--- config.mk ---
export PLATFORM = sky130hd
export DESIGN_NAME = xbar_top
export DESIGN_NICKNAME = d
export VERILOG_FILES = /design/src/xbar_pkg.sv /design/src/xbar_addr_decode.sv /design/src/xbar_demux.sv /design/src/xbar_err_target.sv /design/src/xbar_mux.sv /design/src/xbar_top.sv
export SDC_FILE = /design/constraint.sdc
export NUM_CORES = 1
export LEC_CHECK = 0
export ABC_AREA = 1
export CAP_MARGIN = 20
export CORE_ASPECT_RATIO = 0.7
export CORE_MARGIN = 4
export CORE_UTILIZATION = 38
export CTS_BUF_LIST = sky130_fd_sc_hd__clkbuf_16
export CTS_CLUSTER_SIZE = 24
export DETAILED_ROUTE_END_ITERATION = 8
export DONT_BUFFER_PORTS = 1
export PLACE_DENSITY_LB_ADDON = 0.08
export SYNTH_ARGS = -nofsm -noshare
export SYNTH_HDL_FRONTEND = slang
export SYNTH_HIERARCHICAL = 1
export SYNTH_SLANG_ARGS = --single-unit
--- constraint.sdc ---
create_clock -name clk_i -period 2.4 [get_ports clk_i]
set_input_delay 0.48 -clock clk_i [delete_from_list [all_inputs] [get_ports clk_i]]
set_output_delay 0.48 -clock clk_i [all_outputs]
set_load 0.1 [all_outputs]
--- src/xbar_pkg.sv ---
// Fixed 32-bit address and data, targets addressed by a 4-bit index so at most 16 targets
`default_nettype none

package xbar_pkg;

  // Bus widths
  typedef logic [31:0] addr_t;
  typedef logic [31:0] data_t;

  // Response code, only two values are produced by this crossbar
  typedef logic [1:0] resp_t;

  localparam resp_t RESP_OKAY   = 2'd0;
  localparam resp_t RESP_DECERR = 2'd3;

  // Target index, modules use only as many low bits as they need
  typedef logic [3:0] tgt_idx_t;

  // Request side of one transfer, held stable while req is high
  typedef struct packed {
    logic  write;  // 1 = write, 0 = read
    addr_t addr;
    data_t wdata;
  } req_payload_t;

  // Response side, valid while ack is high
  typedef struct packed {
    data_t rdata;  // Zero on writes and errors
    resp_t resp;
  } rsp_payload_t;

  // Address rule, half-open range [start_addr, end_addr)
  typedef struct packed {
    tgt_idx_t idx;
    addr_t    start_addr;
    addr_t    end_addr;
  } xbar_rule_t;

endpackage

`default_nettype wire

--- src/xbar_addr_decode.sv ---
// Purely combinational; overlapping rules resolve to the highest-numbered match
`default_nettype none
`timescale 1ns/1ps

module xbar_addr_decode #(
  parameter int unsigned NumTgt   = 2,
  parameter int unsigned NumRules = 2
) (
  input  xbar_pkg::addr_t                      addr_i,
  input  xbar_pkg::xbar_rule_t [NumRules-1:0]  addr_map_i,
  input  logic                                 en_default_i,
  input  xbar_pkg::tgt_idx_t                   default_idx_i,
  output xbar_pkg::tgt_idx_t                   idx_o,
  output logic                                 dec_error_o
);

  import xbar_pkg::*;

  logic     match;
  tgt_idx_t match_idx;

  // Later rules overwrite earlier ones
  always_comb begin
    match     = 1'b0;
    match_idx = '0;
    for (int unsigned r = 0; r < NumRules; r++) begin
      if ((addr_i >= addr_map_i[r].start_addr) && (addr_i < addr_map_i[r].end_addr)) begin
        match     = 1'b1;
        match_idx = addr_map_i[r].idx;
      end
    end
  end

  always_comb begin
    if (match) begin
      idx_o       = match_idx;
      dec_error_o = (match_idx >= NumTgt);  // Rule points past the last target
    end else if (en_default_i) begin
      idx_o       = default_idx_i;
      dec_error_o = (default_idx_i >= NumTgt);
    end else begin
      idx_o       = '0;
      dec_error_o = 1'b1;
    end
  end

endmodule

`default_nettype wire

--- src/xbar_demux.sv ---
// One transfer in flight; the route and the payload are latched at the start of each transfer
`default_nettype none
`timescale 1ns/1ps

module xbar_demux #(
  parameter int unsigned NumTgt   = 2,
  parameter int unsigned NumRules = 2
) (
  input  logic                                 clk_i,
  input  logic                                 rst_i,
  input  logic                                 req_i,
  input  xbar_pkg::req_payload_t               payload_i,
  output logic                                 ack_o,
  output xbar_pkg::rsp_payload_t               rsp_o,
  input  xbar_pkg::xbar_rule_t [NumRules-1:0]  addr_map_i,
  input  logic                                 en_default_i,
  input  xbar_pkg::tgt_idx_t                   default_idx_i,
  output logic [NumTgt:0]                      lane_req_o,
  output xbar_pkg::req_payload_t               lane_payload_o,
  input  logic [NumTgt:0]                      lane_ack_i,
  input  xbar_pkg::rsp_payload_t [NumTgt:0]    lane_rsp_i
);

  import xbar_pkg::*;

  localparam int unsigned SelW = $clog2(NumTgt + 1);

  typedef logic [SelW-1:0] lane_sel_t;  // Lane NumTgt is the error responder

  typedef enum logic [1:0] {
    IDLE,
    FWD,
    DRAIN
  } state_e;

  state_e       state_q;
  lane_sel_t    sel_q;
  logic         lane_req_q;
  logic         ack_q;
  req_payload_t payload_q;
  rsp_payload_t rsp_q;
  tgt_idx_t     dec_idx;
  logic         dec_error;

  xbar_addr_decode #(
    .NumTgt   ( NumTgt   ),
    .NumRules ( NumRules )
  ) u_addr_decode (
    .addr_i        ( payload_i.addr ),
    .addr_map_i    ( addr_map_i     ),
    .en_default_i  ( en_default_i   ),
    .default_idx_i ( default_idx_i  ),
    .idx_o         ( dec_idx        ),
    .dec_error_o   ( dec_error      )
  );

  always_ff @(posedge clk_i) begin
    if (rst_i) begin
      state_q    <= IDLE;
      sel_q      <= '0;
      lane_req_q <= 1'b0;
      ack_q      <= 1'b0;
    end else begin
      case (state_q)
        IDLE: if (req_i) begin
          sel_q      <= dec_error ? lane_sel_t'(NumTgt) : lane_sel_t'(dec_idx);
          lane_req_q <= 1'b1;
          state_q    <= FWD;
        end
        FWD: begin
          if (!ack_q) begin
            ack_q <= lane_ack_i[sel_q];  // Response captured below on the same edge
          end else if (!req_i) begin
            lane_req_q <= 1'b0;
            state_q    <= DRAIN;
          end
        end
        DRAIN: if (!lane_ack_i[sel_q]) begin
          ack_q   <= 1'b0;
          state_q <= IDLE;
        end
        default: state_q <= IDLE;
      endcase
    end
  end

  // Payload and response registers
  always_ff @(posedge clk_i) begin
    if (state_q == IDLE && req_i) payload_q <= payload_i;
    if (state_q == FWD && !ack_q && lane_ack_i[sel_q]) rsp_q <= lane_rsp_i[sel_q];
  end

  always_comb begin
    for (int unsigned k = 0; k <= NumTgt; k++) begin
      lane_req_o[k] = lane_req_q && (sel_q == lane_sel_t'(k));
    end
  end

  assign lane_payload_o = payload_q;
  assign ack_o          = ack_q;
  assign rsp_o          = rsp_q;

endmodule

`default_nettype wire

--- src/xbar_err_target.sv ---
// Answers every transfer with a decode error and zero read data, never stalls
`default_nettype none
`timescale 1ns/1ps

module xbar_err_target (
  input  logic                   clk_i,
  input  logic                   rst_i,
  input  logic                   req_i,
  output logic                   ack_o,
  output xbar_pkg::rsp_payload_t rsp_o
);

  import xbar_pkg::*;

  logic ack_q;

  // Ack mirrors req one cycle late, which completes all four phases
  always_ff @(posedge clk_i) begin
    if (rst_i) begin
      ack_q <= 1'b0;
    end else begin
      ack_q <= req_i;
    end
  end

  assign ack_o = ack_q;

  // Constant response
  always_comb begin
    rsp_o       = '0;
    rsp_o.rdata = '0;
    rsp_o.resp  = RESP_DECERR;
  end

endmodule

`default_nettype wire

--- src/xbar_mux.sv ---
// Round-robin over initiator lanes; a grant is held until req and ack are both low again
`default_nettype none
`timescale 1ns/1ps

module xbar_mux #(
  parameter int unsigned NumInit = 2
) (
  input  logic                                  clk_i,
  input  logic                                  rst_i,
  input  logic [NumInit-1:0]                    lane_req_i,
  input  xbar_pkg::req_payload_t [NumInit-1:0]  lane_payload_i,
  output logic [NumInit-1:0]                    lane_ack_o,
  output xbar_pkg::rsp_payload_t [NumInit-1:0]  lane_rsp_o,
  output logic                                  tgt_req_o,
  output xbar_pkg::req_payload_t                tgt_payload_o,
  input  logic                                  tgt_ack_i,
  input  xbar_pkg::rsp_payload_t                tgt_rsp_i
);

  localparam int unsigned IdxW = (NumInit > 1) ? $clog2(NumInit) : 1;

  typedef logic [IdxW-1:0] init_idx_t;

  logic      gnt_valid_q;
  init_idx_t gnt_idx_q;    // Also the round-robin pointer once released
  logic      next_found;
  init_idx_t next_idx;

  // Search starts one past the last granted lane
  always_comb begin
    int unsigned cand;
    next_found = 1'b0;
    next_idx   = gnt_idx_q;
    for (int unsigned n = 1; n <= NumInit; n++) begin
      cand = (int'(gnt_idx_q) + n) % NumInit;
      if (!next_found && lane_req_i[cand]) begin
        next_found = 1'b1;
        next_idx   = init_idx_t'(cand);
      end
    end
  end

  always_ff @(posedge clk_i) begin
    if (rst_i) begin
      gnt_valid_q <= 1'b0;
      gnt_idx_q   <= init_idx_t'(NumInit - 1);  // Lane 0 goes first
    end else if (!gnt_valid_q) begin
      if (next_found) begin
        gnt_valid_q <= 1'b1;
        gnt_idx_q   <= next_idx;
      end
    end else if (!tgt_req_o && !tgt_ack_i) begin
      gnt_valid_q <= 1'b0;  // Four phases done
    end
  end

  assign tgt_req_o     = gnt_valid_q && lane_req_i[gnt_idx_q];
  assign tgt_payload_o = lane_payload_i[gnt_idx_q];

  // Ack and response go back to the granted lane only
  always_comb begin
    for (int unsigned k = 0; k < NumInit; k++) begin
      if (gnt_valid_q && (gnt_idx_q == init_idx_t'(k))) begin
        lane_ack_o[k] = tgt_ack_i;
        lane_rsp_o[k] = tgt_rsp_i;
      end else begin
        lane_ack_o[k] = 1'b0;
        lane_rsp_o[k] = '0;
      end
    end
  end

endmodule

`default_nettype wire

--- src/xbar_top.sv ---
// Each initiator may have one transfer outstanding; rules and defaults must stay stable during it
`default_nettype none
`timescale 1ns/1ps

module xbar_top #(
  parameter int unsigned NumInit  = 2,
  parameter int unsigned NumTgt   = 2,
  parameter int unsigned NumRules = 2
) (
  input  logic                                  clk_i,
  input  logic                                  rst_i,
  input  logic [NumInit-1:0]                    init_req_i,
  input  xbar_pkg::req_payload_t [NumInit-1:0]  init_payload_i,
  output logic [NumInit-1:0]                    init_ack_o,
  output xbar_pkg::rsp_payload_t [NumInit-1:0]  init_rsp_o,
  output logic [NumTgt-1:0]                     tgt_req_o,
  output xbar_pkg::req_payload_t [NumTgt-1:0]   tgt_payload_o,
  input  logic [NumTgt-1:0]                     tgt_ack_i,
  input  xbar_pkg::rsp_payload_t [NumTgt-1:0]   tgt_rsp_i,
  input  xbar_pkg::xbar_rule_t [NumRules-1:0]   addr_map_i,
  input  logic [NumInit-1:0]                    en_default_i,
  input  xbar_pkg::tgt_idx_t [NumInit-1:0]      default_idx_i
);

  import xbar_pkg::*;

  // Initiator-major lanes, one extra lane per initiator for the error responder
  logic         [NumInit-1:0][NumTgt:0] lane_req;
  logic         [NumInit-1:0][NumTgt:0] lane_ack;
  rsp_payload_t [NumInit-1:0][NumTgt:0] lane_rsp;
  req_payload_t [NumInit-1:0]           lane_payload;

  // Same lanes seen from the target side
  logic         [NumTgt-1:0][NumInit-1:0] x_req;
  logic         [NumTgt-1:0][NumInit-1:0] x_ack;
  req_payload_t [NumTgt-1:0][NumInit-1:0] x_payload;
  rsp_payload_t [NumTgt-1:0][NumInit-1:0] x_rsp;

  for (genvar i = 0; i < NumInit; i++) begin : gen_init
    xbar_demux #(
      .NumTgt   ( NumTgt   ),
      .NumRules ( NumRules )
    ) u_demux (
      .clk_i          ( clk_i             ),
      .rst_i          ( rst_i             ),
      .req_i          ( init_req_i[i]     ),
      .payload_i      ( init_payload_i[i] ),
      .ack_o          ( init_ack_o[i]     ),
      .rsp_o          ( init_rsp_o[i]     ),
      .addr_map_i     ( addr_map_i        ),
      .en_default_i   ( en_default_i[i]   ),
      .default_idx_i  ( default_idx_i[i]  ),
      .lane_req_o     ( lane_req[i]       ),
      .lane_payload_o ( lane_payload[i]   ),
      .lane_ack_i     ( lane_ack[i]       ),
      .lane_rsp_i     ( lane_rsp[i]       )
    );

    xbar_err_target u_err_target (
      .clk_i ( clk_i                ),
      .rst_i ( rst_i                ),
      .req_i ( lane_req[i][NumTgt]  ),
      .ack_o ( lane_ack[i][NumTgt]  ),
      .rsp_o ( lane_rsp[i][NumTgt]  )
    );

    for (genvar j = 0; j < NumTgt; j++) begin : gen_cross
      assign x_req[j][i]     = lane_req[i][j];
      assign x_payload[j][i] = lane_payload[i];
      assign lane_ack[i][j]  = x_ack[j][i];
      assign lane_rsp[i][j]  = x_rsp[j][i];
    end
  end

  for (genvar j = 0; j < NumTgt; j++) begin : gen_tgt
    xbar_mux #(
      .NumInit ( NumInit )
    ) u_mux (
      .clk_i          ( clk_i            ),
      .rst_i          ( rst_i            ),
      .lane_req_i     ( x_req[j]         ),
      .lane_payload_i ( x_payload[j]     ),
      .lane_ack_o     ( x_ack[j]         ),
      .lane_rsp_o     ( x_rsp[j]         ),
      .tgt_req_o      ( tgt_req_o[j]     ),
      .tgt_payload_o  ( tgt_payload_o[j] ),
      .tgt_ack_i      ( tgt_ack_i[j]     ),
      .tgt_rsp_i      ( tgt_rsp_i[j]     )
    );
  end

endmodule

`default_nettype wire

==> impl_table.tex <==
\begin{tabular}{lr}
\hline
Metric & Value \\
\hline
\multicolumn{2}{l}{\textbf{Layout}} \\
\quad Layout cell share with drive strength beyond 1 & 13.5\% \\
\quad Post-route cell area & 24700 µm² \\
\quad Synth-to-layout area growth & 32.2\% \\
\quad Final Util & 51.2\% \\
\quad Fin cells & 3528 \\
\quad Antenna cell count & 0 \\
\quad Nets@finish & 3466 \\
\quad Number of fill cells in the layout & 4600 \\
\multicolumn{2}{l}{\textbf{STA}} \\
\quad Post-layout worst setup margin & 0.106 ns \\
\quad Transition time at the pin with the least slew margin & 0.682 ns \\
\quad Final setup violation count & 0 \\
\quad Max-slew violation count & 0 \\
\quad Achievable clock frequency & 436 MHz \\
\quad Min cycle time layout & 2.29 ns \\
\quad Worst slew margin relative to its limit & 54.4\% \\
\quad Hold Vio Cnt, Final & 0 \\
\quad Setup repair after global routing missed its margin & false \\
\quad Final worst clock skew & 0.0170 ns \\
\quad Share of the clock period used by the worst path after layout & 95.6\% \\
\multicolumn{2}{l}{\textbf{Drt}} \\
\quad Drt wl/cell & 20.4 µm \\
\quad Via density per instance & 4.95 \\
\quad Detail Route Antenna Nets & 0 \\
\quad Top Metal Used & met4 \\
\quad Met2 wirelength from detailed routing & 32800 µm \\
\quad Wire length on met1 & 31400 µm \\
\quad Pre-Repair DR Iteration Count & 5 \\
\quad Detailed Route Iter0 Violations & 1304 \\
\quad Total length of routed wires & 72000 µm \\
\quad DRC violations left & 0 \\
\quad Routed vias & 17500 \\
\quad Amount of wire on met3 after detailed routing & 5890 µm \\
\multicolumn{2}{l}{\textbf{Yosys}} \\
\quad Synth warn & 6 \\
\quad Synthesized instance count & 2512 \\
\quad Post-synthesis instance area & 18700 µm² \\
\quad Mean instance size in the synthesized netlist & 7.44 µm² \\
\multicolumn{2}{l}{\textbf{Floorplanning}} \\
\quad Floorplan Core Area & 48200 µm² \\
\quad Effective utilization at floorplan & 38.8\% \\
\quad DIE AREA & 52800 µm² \\
\quad Vertical extent of the die & 194 µm \\
\quad Die outline width & 273 µm \\
\quad \# IOs & 552 \\
\quad Count of standard-cell rows & 67 \\
\multicolumn{2}{l}{\textbf{GRT}} \\
\quad Largest net degree at the start of global routing & 41 \\
\quad Total overflow reported by the global router & 0 \\
\quad Via count of the first global-routing pass & 16800 \\
\quad Antenna violations before repair & 0 \\
\quad Overall Global Routing Usage & 26.2\% \\
\quad First-pass GRT wire length & 107000 µm \\
\multicolumn{2}{l}{\textbf{Setup path}} \\
\quad Delay of the slowest critical-path stage & 0.38 ns \\
\quad Crit-path slowest cell & dfxtp\_2 \\
\quad Highest fanout seen on the critical path & 4 \\
\quad Data required time at the worst endpoint & 1.92 ns \\
\quad CP cell instances & inv\_2 -> nor3\_4 -> nand2\_1 -> a21oi\_2 -> buf\_12 \\
\quad Critical path type & flip-flop to output pin \\
\quad Startpoint class of the critical path & flip-flop \\
\quad Crit path arrival time & 1.81 ns \\
\quad Type of destination of the critical path & output pin \\
\multicolumn{2}{l}{\textbf{Power}} \\
\quad P per Cell Area & 996 nW/µm² \\
\quad Proportion of power drawn by combinational gates & 61.1\% \\
\quad Clock share of power & 17.3\% \\
\quad Lkg Pwr & 12.7 nW \\
\quad P\_sw & 0.0125 W \\
\quad Largest vdd supply drop & 0.794 mV \\
\quad Cell internal power dissipation & 0.0121 W \\
\quad Sequential share of power & 21.6\% \\
\quad Switching share of power & 50.7\% \\
\multicolumn{2}{l}{\textbf{Clock network}} \\
\quad Count of clock tree sinks & 216 \\
\quad Register clock-pin slew on the reported worst setup and hold paths & 0.06 ns \\
\quad Number of clock buffers inserted by TritonCTS & 26 \\
\quad H-tree depth reported by CTS & 1 \\
\quad Clock tree from TritonCTS & built \\
\quad Number of buffers on the longest clock path & 3 \\
\quad Clock Tree Root & clkbuf\_16 \\
\quad Worst-Skew Late Latency & 0.57 ns \\
\multicolumn{2}{l}{\textbf{Placed design}} \\
\quad Post-DP HPWL & 54200 µm \\
\quad Minimum setup slack after placement & -0.237 ns \\
\quad Number of instances in the placed design & 3344 \\
\quad IO buf count & 0 \\
\quad Last weighted congestion value of the routability-driven placer & 0.915 \\
\quad Placed instance area & 22300 µm² \\
\multicolumn{2}{l}{\textbf{Run status}} \\
\quad Result of the run & finished clean \\
\multicolumn{2}{l}{\textbf{Run}} \\
\quad Total of max-cap violations & 0 \\
\multicolumn{2}{l}{\textbf{Worst hold path}} \\
\quad Kind of path behind the tightest hold check & primary input to flip-flop \\
\hline
\end{tabular}
[cell type report]
type                    count  area (µm²)  area share [%]
multi-input cells        1790        9990            40.5
flip-flops and latches    216        6310            25.6
repair buffers            386        5040            20.4
inverters                 434        1650            6.68
well taps                 655         820            3.32
clock buffers              26         651            2.63
clock inverters            21         234           0.947
[layer usage]
metal / vias to the layer above / GRT usage (%)
met1: 8176 / 35.1
met5: - / 0
li1: 8566 / -
met4: 0 / 5.71
met3: 95 / 5.93
met2: 628 / 43.5
[layout by cell type, fill, tap and decap left out, drive strengths merged]
cell type / instances
o21bai: 2
a31oi: 2
clkbuf: 26
nor4: 4
buf: 254
a211oi: 4
dlygate4sd3: 131
a21oi: 124
nor2: 228
o211ai: 4
nand4: 26
bufbuf: 1
nand2: 814
ha: 262
nor3: 20
o21a: 14
nand3b: 2
bufinv: 5
conb: 68
clkinvlp: 2
dfxtp: 18
clkinv: 11
nand3: 180
inv: 437
edfxtp: 198
o21ai: 36
[timing repair]
action / in CTS / in global routing
endpoints found under the setup margin: 66 / 4
resized for setup: 10 / 6
pin swaps: 1 / 1
setup buffers: 2 / 2
hold buffers: 131 / 0
gates cloned: 2 / 0
hold endpoints to repair: 138 / 0
[critical path, delay by kind of cell, from the launching register on]
family / cells / cell delay (ns)
DFF: 1 / 0.38
and+or+nand+nor: 2 / 0.36
buffers and inverters: 2 / 0.29
AOI/OAI and AO/OA: 1 / 0.20
[per-stage QoR]
| step | total power [W] | hold slack, ns | setup TNS (ns) |
|---|---|---|---|
| 3_5_place_dp | 0.0201 | 0.455 | -0.611 |
| 4_1_cts | 0.0247 | 0.00621 | 0 |
| 2_1_floorplan | 0.0148 | 0.433 | -0.0529 |
| 5_1_grt | 0.0257 | 0.0351 | 0 |
| 6_report | 0.0246 | 0.0511 | 0 |
| 3_3_place_gp | 0.0200 | 0.446 | -0.547 |
[power groups by stage]
stage | sequential [W] | clock, W | combinational (W)
2_1_floorplan | 0.00550 | 0 | 0.00934
3_3_place_gp | 0.00538 | 0 | 0.0146
3_5_place_dp | 0.00539 | 0 | 0.0147
4_1_cts | 0.00530 | 0.00439 | 0.0151
5_1_grt | 0.00537 | 0.00456 | 0.0157
6_report | 0.00530 | 0.00427 | 0.0150
[state kept, by name, indices dropped and copies added, names as in the netlist]
register                         count
gen_init.u_demux/ack_o               2
gen_init.u_demux/lane_payload_o    130
gen_init.u_demux/lane_req_q          2
gen_init.u_demux/rsp_o              68
gen_init.u_demux/sel_q               4
gen_init.u_demux/state_q             4
gen_init.u_err_target/ack_o          2
gen_tgt.u_mux/gnt_idx_q              2
gen_tgt.u_mux/gnt_valid_q            2
[worst paths after layout]
| path | from | to | slack, ns | cells past startpoint |
|---|---|---|---|---|
| worst max register to register | gen_tgt[0].u_mux/gnt_idx_q | gen_init[1].u_demux/rsp_o[13] | 0.33 | 9 |
| worst min register to register | gen_init[1].u_demux/lane_req_q | gen_init[1].u_demux/lane_req_q | 0.47 | 2 |
| worst min-delay path | rst_i | gen_tgt[0].u_mux/gnt_idx_q | 0.05 | 2 |
| worst max-delay path | gen_init[1].u_demux/sel_q[0] | tgt_req_o[1] | 0.11 | 5 |
Power figures use the tool's default switching activity.
